<file path="src/design/rv_exec_pkg.sv">
package rv_exec_pkg;

    localparam int XLEN = 32;

    typedef logic [XLEN-1:0] word_t;
    typedef logic [4:0]      reg_addr_t;

    typedef enum logic [6:0] {
        OPC_OP_IMM = 7'b0010011,
        OPC_OP     = 7'b0110011,
        OPC_LUI    = 7'b0110111,
        OPC_AUIPC  = 7'b0010111,
        OPC_JAL    = 7'b1101111,
        OPC_JALR   = 7'b1100111,
        OPC_BRANCH = 7'b1100011
    } opcode_e;

    typedef enum logic [3:0] {
        ALU_ADD, ALU_SUB, ALU_SLL, ALU_SLT, ALU_SLTU, ALU_XOR, ALU_SRL,
        ALU_SRA, ALU_OR, ALU_AND, ALU_MUL, ALU_MULH, ALU_MULHSU, ALU_MULHU
    } alu_op_e;

    typedef enum logic [2:0] {
        BR_NONE, BR_EQ, BR_NE, BR_LT, BR_GE, BR_LTU, BR_GEU, BR_ALWAYS
    } br_op_e;

    typedef struct packed {
        logic [6:0] funct7;
        reg_addr_t  rs2;   // also shamt for immediate shifts
        reg_addr_t  rs1;
        logic [2:0] funct3;
        reg_addr_t  rd;
        opcode_e    opcode;
    } r_fmt_t;

    typedef struct packed {
        logic [11:0] imm;
        reg_addr_t   rs1;
        logic [2:0]  funct3;
        reg_addr_t   rd;
        opcode_e     opcode;
    } i_fmt_t;

    // branch offset is scattered over two fields
    typedef struct packed {
        logic       imm12;
        logic [5:0] imm10_5;
        reg_addr_t  rs2;
        reg_addr_t  rs1;
        logic [2:0] funct3;
        logic [3:0] imm4_1;
        logic       imm11;
        opcode_e    opcode;
    } b_fmt_t;

    typedef struct packed {
        logic [19:0] upper;   // U immediate, or the shuffled J immediate
        reg_addr_t   rd;
        opcode_e     opcode;
    } uj_fmt_t;

    typedef union packed {
        r_fmt_t  r;
        i_fmt_t  i;
        b_fmt_t  b;
        uj_fmt_t uj;
    } inst_u;

endpackage

</file>
<file path="src/design/dec_ex_if.sv">
`timescale 1ns/1ps

interface dec_ex_if;
    import rv_exec_pkg::*;

    logic      valid;
    alu_op_e   alu_op;
    br_op_e    br_op;
    word_t     op1;
    word_t     op2;
    word_t     jmp_base;   // target = base + off
    word_t     jmp_off;
    reg_addr_t rd;
    logic      rd_we;

    modport dec (
        output valid, alu_op, br_op, op1, op2, jmp_base, jmp_off, rd, rd_we
    );

    modport ex (
        input valid, alu_op, br_op, op1, op2, jmp_base, jmp_off, rd, rd_we
    );

endinterface

</file>
<file path="src/design/ex_res_if.sv">
`timescale 1ns/1ps

interface ex_res_if;
    import rv_exec_pkg::*;

    logic      valid;
    reg_addr_t rd;
    logic      rd_we;
    word_t     wdata;
    logic      jump;
    word_t     jump_addr;   // zero unless taken

    modport ex (
        output valid, rd, rd_we, wdata, jump, jump_addr
    );

    modport res (
        input valid, rd, rd_we, wdata, jump, jump_addr
    );

endinterface

</file>
<file path="src/design/rv_alu.sv">
`timescale 1ns/1ps

module rv_alu (
    input  rv_exec_pkg::alu_op_e alu_op_i,
    input  rv_exec_pkg::word_t   op1_i,
    input  rv_exec_pkg::word_t   op2_i,
    output rv_exec_pkg::word_t   result_o
);
    import rv_exec_pkg::*;

    logic [4:0]          shamt;
    word_t               op1_neg;
    word_t               op2_neg;
    word_t               mul_a;
    word_t               mul_b;
    logic [2*XLEN-1:0]   prod;
    logic [2*XLEN-1:0]   prod_neg;
    logic                prod_flip;
    logic                signed_mul1;
    logic                signed_mul2;

    assign shamt = op2_i[4:0];

    assign op1_neg = ~op1_i + 1'b1;
    assign op2_neg = ~op2_i + 1'b1;

    // signed high multiplies run on magnitudes
    assign signed_mul1 = (alu_op_i == ALU_MULH) || (alu_op_i == ALU_MULHSU);
    assign signed_mul2 = (alu_op_i == ALU_MULH);

    assign mul_a = (signed_mul1 && op1_i[XLEN-1]) ? op1_neg : op1_i;
    assign mul_b = (signed_mul2 && op2_i[XLEN-1]) ? op2_neg : op2_i;

    assign prod     = {{XLEN{1'b0}}, mul_a} * {{XLEN{1'b0}}, mul_b};
    assign prod_neg = ~prod + 1'b1;

    // result sign differs from the magnitude product
    always_comb begin
        if (alu_op_i == ALU_MULH) begin
            prod_flip = op1_i[XLEN-1] ^ op2_i[XLEN-1];
        end else if (alu_op_i == ALU_MULHSU) begin
            prod_flip = op1_i[XLEN-1];
        end else begin
            prod_flip = 1'b0;
        end
    end

    always_comb begin
        case (alu_op_i)
            ALU_ADD:    result_o = op1_i + op2_i;
            ALU_SUB:    result_o = op1_i - op2_i;
            ALU_SLL:    result_o = op1_i << shamt;
            ALU_SLT:    result_o = {31'h0, $signed(op1_i) < $signed(op2_i)};
            ALU_SLTU:   result_o = {31'h0, op1_i < op2_i};
            ALU_XOR:    result_o = op1_i ^ op2_i;
            ALU_SRL:    result_o = op1_i >> shamt;
            ALU_SRA:    result_o = $signed(op1_i) >>> shamt;
            ALU_OR:     result_o = op1_i | op2_i;
            ALU_AND:    result_o = op1_i & op2_i;
            ALU_MUL:    result_o = prod[XLEN-1:0];
            ALU_MULH,
            ALU_MULHSU: result_o = prod_flip ? prod_neg[2*XLEN-1:XLEN] : prod[2*XLEN-1:XLEN];
            ALU_MULHU:  result_o = prod[2*XLEN-1:XLEN];
            default:    result_o = '0;
        endcase
    end

endmodule

</file>
<file path="src/design/rv_decode.sv">
`timescale 1ns/1ps

module rv_decode #(
    parameter bit MUL_EN = 1'b1
) (
    input  logic                clk,
    input  logic                arst_n_i,
    input  logic                valid_i,
    input  rv_exec_pkg::word_t  inst_i,
    input  rv_exec_pkg::word_t  pc_i,
    input  rv_exec_pkg::word_t  rs1_data_i,
    input  rv_exec_pkg::word_t  rs2_data_i,
    dec_ex_if.dec               dec_o
);
    import rv_exec_pkg::*;

    inst_u      inst;
    logic [6:0] funct7;
    logic [2:0] funct3;
    word_t      imm_i;
    word_t      imm_b;
    word_t      imm_u;
    word_t      imm_j;
    alu_op_e    alu_op_c;
    br_op_e     br_op_c;
    word_t      op1_c;
    word_t      op2_c;
    word_t      base_c;
    word_t      off_c;
    logic       rd_we_c;

    assign inst   = inst_i;
    assign funct7 = inst.r.funct7;
    assign funct3 = inst.r.funct3;

    assign imm_i = {{20{inst.i.imm[11]}}, inst.i.imm};
    assign imm_b = {{20{inst.b.imm12}}, inst.b.imm11, inst.b.imm10_5, inst.b.imm4_1, 1'b0};
    assign imm_u = {inst.uj.upper, 12'h000};
    assign imm_j = {{12{inst.uj.upper[19]}}, inst.uj.upper[7:0], inst.uj.upper[8],
                    inst.uj.upper[18:9], 1'b0};

    always_comb begin
        alu_op_c = ALU_ADD;
        br_op_c  = BR_NONE;
        op1_c    = '0;
        op2_c    = '0;
        base_c   = '0;
        off_c    = '0;
        rd_we_c  = 1'b0;
        case (inst.r.opcode)
            OPC_OP_IMM: begin
                op1_c   = rs1_data_i;
                op2_c   = imm_i;
                rd_we_c = 1'b1;
                case (funct3)
                    3'b000: alu_op_c = ALU_ADD;
                    3'b001: begin
                        alu_op_c = ALU_SLL;
                        op2_c    = {27'h0, inst.r.rs2};   // shamt
                    end
                    3'b010: alu_op_c = ALU_SLT;
                    3'b011: alu_op_c = ALU_SLTU;
                    3'b100: alu_op_c = ALU_XOR;
                    3'b101: begin
                        alu_op_c = funct7[5] ? ALU_SRA : ALU_SRL;
                        op2_c    = {27'h0, inst.r.rs2};
                    end
                    3'b110: alu_op_c = ALU_OR;
                    default: alu_op_c = ALU_AND;
                endcase
            end
            OPC_OP: begin
                op1_c = rs1_data_i;
                op2_c = rs2_data_i;
                if (funct7 == 7'b0000000 || funct7 == 7'b0100000) begin
                    rd_we_c = 1'b1;
                    case (funct3)
                        3'b000: alu_op_c = funct7[5] ? ALU_SUB : ALU_ADD;
                        3'b001: alu_op_c = ALU_SLL;
                        3'b010: alu_op_c = ALU_SLT;
                        3'b011: alu_op_c = ALU_SLTU;
                        3'b100: alu_op_c = ALU_XOR;
                        3'b101: alu_op_c = funct7[5] ? ALU_SRA : ALU_SRL;
                        3'b110: alu_op_c = ALU_OR;
                        default: alu_op_c = ALU_AND;
                    endcase
                end else if (MUL_EN && funct7 == 7'b0000001) begin
                    rd_we_c = ~funct3[2];   // div/rem not supported
                    case (funct3)
                        3'b000: alu_op_c = ALU_MUL;
                        3'b001: alu_op_c = ALU_MULH;
                        3'b010: alu_op_c = ALU_MULHSU;
                        3'b011: alu_op_c = ALU_MULHU;
                        default: alu_op_c = ALU_ADD;
                    endcase
                end
            end
            OPC_LUI: begin
                op2_c   = imm_u;
                rd_we_c = 1'b1;
            end
            OPC_AUIPC: begin
                op1_c   = pc_i;
                op2_c   = imm_u;
                rd_we_c = 1'b1;
            end
            OPC_JAL: begin
                op1_c   = pc_i;
                op2_c   = 32'd4;   // link value
                base_c  = pc_i;
                off_c   = imm_j;
                br_op_c = BR_ALWAYS;
                rd_we_c = 1'b1;
            end
            OPC_JALR: begin
                if (funct3 == 3'b000) begin
                    op1_c   = pc_i;
                    op2_c   = 32'd4;
                    base_c  = rs1_data_i;   // bit 0 kept as is
                    off_c   = imm_i;
                    br_op_c = BR_ALWAYS;
                    rd_we_c = 1'b1;
                end
            end
            OPC_BRANCH: begin
                op1_c  = rs1_data_i;
                op2_c  = rs2_data_i;
                base_c = pc_i;
                off_c  = imm_b;
                case (funct3)
                    3'b000: br_op_c = BR_EQ;
                    3'b001: br_op_c = BR_NE;
                    3'b100: br_op_c = BR_LT;
                    3'b101: br_op_c = BR_GE;
                    3'b110: br_op_c = BR_LTU;
                    3'b111: br_op_c = BR_GEU;
                    default: br_op_c = BR_NONE;
                endcase
            end
            default: ;   // unknown opcode, passes as a bubble with valid set
        endcase
    end

    always_ff @(posedge clk or negedge arst_n_i) begin
        if (!arst_n_i) begin
            dec_o.valid <= 1'b0;
            dec_o.rd_we <= 1'b0;
            dec_o.br_op <= BR_NONE;
        end else begin
            dec_o.valid <= valid_i;
            dec_o.rd_we <= valid_i & rd_we_c;
            dec_o.br_op <= valid_i ? br_op_c : BR_NONE;
        end
    end

    always_ff @(posedge clk) begin
        dec_o.alu_op   <= alu_op_c;
        dec_o.op1      <= op1_c;
        dec_o.op2      <= op2_c;
        dec_o.jmp_base <= base_c;
        dec_o.jmp_off  <= off_c;
        dec_o.rd       <= inst.r.rd;
    end

endmodule

</file>
<file path="src/design/rv_execute.sv">
`timescale 1ns/1ps

module rv_execute (
    dec_ex_if.ex dec_i,
    ex_res_if.ex res_o
);
    import rv_exec_pkg::*;

    word_t alu_res;
    word_t target;
    logic  op_eq;
    logic  op_lt_s;
    logic  op_lt_u;
    logic  taken;

    rv_alu u_alu (
        .alu_op_i (dec_i.alu_op),
        .op1_i    (dec_i.op1),
        .op2_i    (dec_i.op2),
        .result_o (alu_res)
    );

    assign op_eq   = (dec_i.op1 == dec_i.op2);
    assign op_lt_s = $signed(dec_i.op1) < $signed(dec_i.op2);
    assign op_lt_u = dec_i.op1 < dec_i.op2;

    always_comb begin
        case (dec_i.br_op)
            BR_EQ:     taken = op_eq;
            BR_NE:     taken = ~op_eq;
            BR_LT:     taken = op_lt_s;
            BR_GE:     taken = ~op_lt_s;
            BR_LTU:    taken = op_lt_u;
            BR_GEU:    taken = ~op_lt_u;
            BR_ALWAYS: taken = 1'b1;   // jal / jalr
            default:   taken = 1'b0;
        endcase
    end

    assign target = dec_i.jmp_base + dec_i.jmp_off;

    assign res_o.valid     = dec_i.valid;
    assign res_o.rd        = dec_i.rd;
    assign res_o.rd_we     = dec_i.rd_we;
    assign res_o.wdata     = dec_i.rd_we ? alu_res : '0;   // zero for non-writing items
    assign res_o.jump      = taken;
    assign res_o.jump_addr = taken ? target : '0;

endmodule

</file>
<file path="src/design/rv_result.sv">
`timescale 1ns/1ps

module rv_result (
    input  logic                   clk,
    input  logic                   arst_n_i,
    ex_res_if.res                  res_i,
    output logic                   valid_o,
    output logic                   rd_we_o,
    output rv_exec_pkg::reg_addr_t rd_addr_o,
    output rv_exec_pkg::word_t     rd_wdata_o,
    output logic                   jump_o,
    output rv_exec_pkg::word_t     jump_addr_o
);

    always_ff @(posedge clk or negedge arst_n_i) begin
        if (!arst_n_i) begin
            valid_o     <= 1'b0;
            rd_we_o     <= 1'b0;
            jump_o      <= 1'b0;
            rd_addr_o   <= '0;
            rd_wdata_o  <= '0;
            jump_addr_o <= '0;
        end else begin
            valid_o <= res_i.valid;
            rd_we_o <= res_i.valid & res_i.rd_we & (res_i.rd != '0);   // x0 never written
            jump_o  <= res_i.valid & res_i.jump;
            if (res_i.valid) begin
                rd_addr_o   <= res_i.rd;
                rd_wdata_o  <= res_i.wdata;
                jump_addr_o <= res_i.jump_addr;
            end
        end
    end

endmodule

</file>
<file path="src/design/rv_exec_top.sv">
`timescale 1ns/1ps

module rv_exec_top #(
    parameter bit MUL_EN = 1'b1
) (
    input  logic                   clk,
    input  logic                   arst_n_i,
    input  logic                   valid_i,
    input  rv_exec_pkg::word_t     inst_i,
    input  rv_exec_pkg::word_t     pc_i,
    input  rv_exec_pkg::word_t     rs1_data_i,
    input  rv_exec_pkg::word_t     rs2_data_i,
    output logic                   valid_o,
    output logic                   rd_we_o,
    output rv_exec_pkg::reg_addr_t rd_addr_o,
    output rv_exec_pkg::word_t     rd_wdata_o,
    output logic                   jump_o,
    output rv_exec_pkg::word_t     jump_addr_o
);

    dec_ex_if dec_ex ();
    ex_res_if ex_res ();

    // stage 1, registered
    rv_decode #(
        .MUL_EN (MUL_EN)
    ) u_decode (
        .clk        (clk),
        .arst_n_i   (arst_n_i),
        .valid_i    (valid_i),
        .inst_i     (inst_i),
        .pc_i       (pc_i),
        .rs1_data_i (rs1_data_i),
        .rs2_data_i (rs2_data_i),
        .dec_o      (dec_ex.dec)
    );

    rv_execute u_execute (
        .dec_i (dec_ex.ex),
        .res_o (ex_res.ex)
    );

    // stage 2, registered
    rv_result u_result (
        .clk         (clk),
        .arst_n_i    (arst_n_i),
        .res_i       (ex_res.res),
        .valid_o     (valid_o),
        .rd_we_o     (rd_we_o),
        .rd_addr_o   (rd_addr_o),
        .rd_wdata_o  (rd_wdata_o),
        .jump_o      (jump_o),
        .jump_addr_o (jump_addr_o)
    );

endmodule

</file>
<file path="config.mk">
export PLATFORM = sky130hd
export DESIGN_NAME = rv_exec_top
export DESIGN_NICKNAME = d
export VERILOG_FILES = /design/src/design/rv_exec_pkg.sv /design/src/design/dec_ex_if.sv /design/src/design/ex_res_if.sv /design/src/design/rv_alu.sv /design/src/design/rv_decode.sv /design/src/design/rv_execute.sv /design/src/design/rv_result.sv /design/src/design/rv_exec_top.sv
export SDC_FILE = /design/constraint.sdc
export NUM_CORES = 2
export LEC_CHECK = 0
export ABC_AREA = 1
export BUFFER_PORTS_ARGS = -buffer_cell sky130_fd_sc_hd__buf_2
export CAP_MARGIN = 20
export CORE_ASPECT_RATIO = 1.25
export CORE_MARGIN = 2
export CORE_UTILIZATION = 45
export DETAILED_ROUTE_END_ITERATION = 7
export HOLD_SLACK_MARGIN = 0.06
export SYNTH_ARGS = -nofsm -noshare
export SYNTH_HDL_FRONTEND = slang
export SYNTH_SLANG_ARGS = --single-unit
</file>
<file path="constraint.sdc">
create_clock -name clk -period 19.6 [get_ports clk]
set_clock_uncertainty 0.15 [all_clocks]
set_input_delay 3.92 -clock clk [delete_from_list [all_inputs] [get_ports clk]]
set_output_delay 3.92 -clock clk [all_outputs]
set_load 0.005 [all_outputs]
</file>
# Word-level counts from Yosys, hierarchy flattened
# Index checks and enable logic that the tools add are counted.
# Widths: inputs -> output; s select.
# word_totals
register_bits	214
latchBits	0
mem_bits_rw	0
mem_bits_ro	0
inputBits	131
mem_count	0
# classes
n_addsub	6
mul	1
div	0
order_cmp	2
eq_ne	37
shift	3
mux	34
n_bitwise	15
n_reduce_logical	16
# op_table
op	count
$pmux 32 s13	1
$mux 32	9
$pmux 32 s3	2
$pmux 32 s5	1
$add 32x1->32 const B	2
$add 32x32->32	2
$add 64x1->64 const B	1
$lt 32x32->1	2
$mul 32x32->64	1
$not 32->32	2
$not 64->64	1
$pmux 32 s2	1
$pmux 4 s7	2
$and 32x32->32	1
$eq 32x32->1	1
$or 32x32->32	1
$shl 32x5->32	1
$shr 32x5->32	1
$sshr 32x5->32	1
$sub 32x32->32	1
$xor 32x32->32	1
$eq 3x3->1 const B	8
$eq 4x4->1 const B	6
$eq 7x6->1 const B	3
29 further kinds	62

# Depth between registers and ports, before layout
# logic_depth
depth_word	10
ltp_mapped	59

# By module
# Synthesis repeated with hierarchy kept, for this count alone.
# hier_totals
hier_cells	8523
hier_area_um2	58139.5
# modules_own_cells
module	instances	cells_per_inst	area_per_inst_um2
rv_alu	1	7066	47519.3
rv_decode	1	589	4648.2
rv_execute	1	565	3188.1
rv_result	1	303	2783.9

# Worst setup path before layout
# No wires, ideal clock.
# synth_path
path_kind	reg2reg
from	reg u_decode.dec_o.op2[1]
to	reg u_result.rd_wdata_o[26]
setup_ns	0.117
t_arrival_ns	9.216
path_slack_ns	10.117
stages_incl_launch_ff	52
n_path_buf	4
period_less_slack_ns	9.483
cell_sequence	dfxtp_1 -> inv_1 -> clkbuf_1 -> clkbuf_1 -> buf_2 -> ha_1 -> inv_1 -> nor3_1 -> inv_1 -> nor3_2 -> inv_1 -> nor2_1 -> nand2_1 -> nor2_1 -> inv_1 -> o21ai_1 -> xor2_1 -> buf_2 -> [... 16 more ...] -> inv_1 -> nor2_1 -> and2_1 -> nand2_1 -> nand3_1 -> nand2_1 -> nor2_1 -> nand2_1 -> nor2_2 -> nand2_1 -> nor2_1 -> nand2_1 -> nand2_1 -> nand3_1 -> nand3_1 -> nand2_1 -> nand2_1 -> nand2_1
# synth_via
elab_chain_len	9
word_cells_on_any_way	14
classes_between	add/sub: 4; mul: 1; shift: 3; mux: 4; bitwise: 2
# synth_rtl
item	line	text
start, declared	dec_ex_if.sv:17	output valid, alu_op, br_op, op1, op2, jmp_base, jmp_off, rd, rd_we
start signal, assigned	rv_decode.sv:159	dec_o.op2 <= op2_c;
$not 32->32	rv_alu.sv:25	assign op2_neg = ~op2_i + 1'b1;
$add 32x1->32	rv_alu.sv:25	
$mux 32	rv_alu.sv:32	assign mul_b = (signed_mul2 && op2_i[XLEN-1]) ? op2_neg : op2_i;
$mul 32x32->64	rv_alu.sv:34	assign prod = {{XLEN{1'b0}}, mul_a} * {{XLEN{1'b0}}, mul_b};
$not 64->64	rv_alu.sv:35	assign prod_neg = ~prod + 1'b1;
$add 64x1->64	rv_alu.sv:35	
$mux 32	rv_alu.sv:62	ALU_MULHSU: result_o = prod_flip ? prod_neg[2*XLEN-1:XLEN] : prod[2*XLEN-1:XLEN];
$pmux 32 s13 (*)	rv_alu.sv:49	case (alu_op_i)
$mux 32 (*)	rv_execute.sv:45	assign res_o.wdata = dec_i.rd_we ? alu_res : '0;
end signal, assigned	rv_result.sv:29	rd_wdata_o <= res_i.wdata;
end, declared	rv_result.sv:10	output rv_exec_pkg::word_t rd_wdata_o,
# Every way passes the cells marked *; elsewhere a longest branch is shown, timed or not.
# A chain may end at the register's enable or synchronous reset.

# Final worst setup path
# layout_path
from	reg u_decode.dec_o.op2[0]
to	reg u_result.rd_wdata_o[19]
# The elaborated chain is that of the path after synthesis.

==> reports/results.tsv <==
stage	metric	value	unit
status	status	completed	
sta	timing.fmax	78.85	MHz
logic_synthesis	yosysTopAreaCell	fa_1	
power	p_int	0.0007383	W
setup_path	start_kind	flop	
logic_synthesis	yosysMostFrequentCell	nand2_1	
route	vias	55565	
power	leakagePower	32.08	nW
logic_synthesis	synth_top_flop_cell	dfxtp_1	
cts	cts_sinks	203	
placed_design	gp_congestion	1.079	
sta	hold_viol	0	
placed_design	dpl_worst_slack	7250	ps
power	p_per_area	19.75	mW/mm2
power	p_switching	0.0004270	W
setup_path	regToRegSetupSlack	6920	ps
layout	fillCellCount	12884	
setup_path	cp_common_cell	nand2_1	
logic_synthesis	async_flop_share	37.93	%
die	io_pins	203	
setup_path	required	19920	ps
setup_path	crit_fanout	48	
sta	setup_viol	0	
setup_path	crit_path_max_incr_delay	940	ps
logic_synthesis	synth_cell_type_count	71	
cts	cts_max_level	1	
global_routing	grt_pass1_wl	389.1	mm
power	ir_drop	0.04754	mV
cts	cts_resized	0	
hold_path	whs_path_depth	2	
sta	min_period	12680	ps
die	core-area	0.1229	mm2
setup_path	reg2reg_from	u_decode.dec_o.op2[0]	
logic_synthesis	ys_ff_latch	203	
logic_synthesis	synth_enable_flop_cells	0	
logic_synthesis	synthMuxAreaShare	0.2704	%
sta	rsz0062_at_grt	no	
route	route.detailed.drc	0	
setup_path	cp_slowest_cell	clkinv_1	
global_routing	grt_max_degree	58	
cts	clk_pin_slew	70	ps
power	pwr-share-clk	38.4	%
placed_design	place_hpwl	223.5	mm
route	routed_wl	268.1	mm
route	wire_per_inst	27.50	um
logic_synthesis	ys_top_cells_by_count	2,154 x nand2_1, 1,678 x inv_1, 982 x nor2_1	
route	ant_nets	0	
logic_synthesis	synth-compound-area-share	8.972	%
sta	slew_headroom	17.40	%
cts	cts_root_buffer	clkbuf_16	
logic_synthesis	yosysTopAreaCellShare	32.41	%
setup_path	end_kind	flop	
cts	clk_latency	600	ps
logic_synthesis	synthTopCellsByArea	fa_1 32%, nand2_1 15%, inv_1 11%	
sta	setup_slack	6918	ps
cts	cts_hold_buf	0	
sta	tightestPinTransition	1236	ps
logic_synthesis	syn_nets	9516	
hold_path	holdPathEnd	u_result.rd_addr_o[2]	
logic_synthesis	ys_warn_count	0	
layout	layout-drive-gt1-share	5.786	%
die	start_util	45.19	%
logic_synthesis	synth_top_family_by_area	adder cells	
sta	maxSlewViolCount	0	
global_routing	overflow	0	
route	firstDrtPassIters	6	
setup_path	crit_type	flop to flop	
power	power.share.switching	36.64	%
flow_run	drv_cap	0	
die	rows	144	
logic_synthesis	yosysSeqAreaShare	8.012	%
logic_synthesis	synth_adder_area_share	41.26	%
placed_design	port_buffers	202	
cts	cts_made_buffers	21	
cts	post_cts_buffers	0	
cts	tritoncts	done	
setup_path	rr_endpoint	u_result.rd_wdata_o[19]	
global_routing	grt_pass1_vias	57839	
power	combPwrFrac	24.8	%
route	drtIter0Drc	4993	
global_routing	track_usage	42.57	%
power	power_frac_seq	36.8	%
logic_synthesis	synthXorXnorAreaFrac	1.352	%
route	detail_route.vias_per_cell	5.699	
cts	clockBufferDepth	3	
logic_synthesis	syn_inst	8093	
setup_path	r2r_cells	46	
hold_path	min_from	u_decode.dec_o.rd[2]	
global_routing	antenna_found_initial	2	
setup_path	crit_arrival	13000	ps
die	die_h	396.8	um
logic_synthesis	avgSynthCellArea	6.862	um2
logic_synthesis	yosys.area_share.simple	26.14	%
sta	period_share	64.71	%
die	die_w	318.2	um
layout	area_growth	6.234	%
sta	setup_tns	0	ps
die	dieArea	0.1262	mm2
logic_synthesis	synth.cell_area	0.05553	mm2
layout	nNetsFinal	9549	
hold_path	worstHoldPathType	flop to flop	
worst max path at each step:
stage                          start                 endpoint
6_report       u_decode.dec_o.op2[0]  u_result.rd_wdata_o[19]
3_5_place_dp   u_decode.dec_o.op2[0]  u_result.rd_wdata_o[19]
5_1_grt        u_decode.dec_o.op2[0]   u_result.rd_wdata_o[7]
3_3_place_gp   u_decode.dec_o.op2[0]  u_result.rd_wdata_o[15]
4_1_cts        u_decode.dec_o.op2[0]  u_result.rd_wdata_o[19]
2_1_floorplan  u_decode.dec_o.op2[1]  u_result.rd_wdata_o[26]
through the flow:
| step | total power [W] | utilization (%) | std cells | hold WS [ps] | cell area [um2] |
|---|---|---|---|---|---|
| 2_1_floorplan | 0.0005920 | - | 8093 | 261.6 | 55530 |
| 6_report | 0.001165 | 48.01 | 9750 | 289.0 | 58990 |
| 5_1_grt | 0.001200 | 48.00 | 9747 | 315.5 | 58990 |
| 3_3_place_gp | 0.0007169 | 47.38 | 9708 | 279.1 | 58220 |
| 3_5_place_dp | 0.0007156 | 47.41 | 9709 | 283.6 | 58250 |
| 4_1_cts | 0.001159 | 48.00 | 9747 | 286.3 | 58990 |
power groups by stage:
| stage | Sequential (W) | Combinational (W) | Clock, W |
|---|---|---|---|
| 6_report | 0.000429 | 0.000289 | 0.000448 |
| 5_1_grt | 0.000428 | 0.000307 | 0.000465 |
| 4_1_cts | 0.000428 | 0.000280 | 0.000451 |
| 3_5_place_dp | 0.000437 | 0.000278 | 0 |
| 3_3_place_gp | 0.000437 | 0.000280 | 0 |
| 2_1_floorplan | 0.000432 | 0.000160 | 0 |
registers in the layout (all words and copies together) (netlist names):
name and flops:
u_decode.dec_o.alu_op 4, u_decode.dec_o.jmp_base 32, u_decode.dec_o.rd 5, u_result.rd_addr_o 5
u_result.rd_we_o 1, u_result.jump_addr_o 32, u_decode.dec_o.op2 32, u_decode.dec_o.br_op 3
u_result.jump_o 1, u_decode.dec_o.op1 32, u_decode.dec_o.jmp_off 21, u_decode.dec_o.valid 1
u_result.rd_wdata_o 32, u_decode.dec_o.rd_we 1, u_result.valid_o 1
cells in the final DEF, fill, tap and decap left out, types with 24 or more instances in the layout:
cell / Yosys / final
nand3_1: 256 / 256
nor2_1: 982 / 977
dfxtp_1: 126 / 122
o211ai_1: 49 / 49
xor2_1: 56 / 45
buf_4: 6 / 108
nand2_1: 2154 / 2154
fa_1: 899 / 899
a21oi_1: 250 / 249
o22ai_1: 84 / 84
buf_2: 63 / 201
dfrtp_1: 77 / 77
nand4_1: 65 / 65
o21ai_0: 309 / 308
nor3_1: 58 / 58
inv_1: 1678 / 1675
inv_2: 27 / 31
ha_1: 393 / 393
nor2_2: 19 / 24
layer usage:
layer / global-route usage (%) / wire [um] / part of all wire, %
met3: 6.956 / 20880 / 7.8
met1: 48.12 / 95120 / 35
met2: 70.98 / 124800 / 47
met5: 0 / 0 / 0
met4: 35.14 / 27330 / 10
critical path: cells and delay by family, from the launching register on:
kind	cells	cell delay, ps
DFF	1	310
adders and majority gates	10	4980
buffers and inverters	12	2740
and+or+nand+nor	24	4340
logic make-up after synthesis:
logic type,after synthesis
AND/OR/NAND/NOR,3618
buffers and inverters,2029
adder cells (fa/ha/maj),1292
AO/OA/AOI/OAI,855
flip-flops,203
XOR/XNOR,81
multiplexers,15
layout make-up:
type                       instances  area, um2  area share (%)
inverter                        1729       6495           11.01
tap                             1606       2009           3.406
sequential                       203       4454           7.550
antenna                            3      7.507         0.01273
clock buffer                      27      620.6           1.052
multi-input combinational       5861      43450           73.65
timing repair buffer             310       1844           3.126
clock inverter                    11      115.1          0.1951
Power figures use the tool's default switching activity.
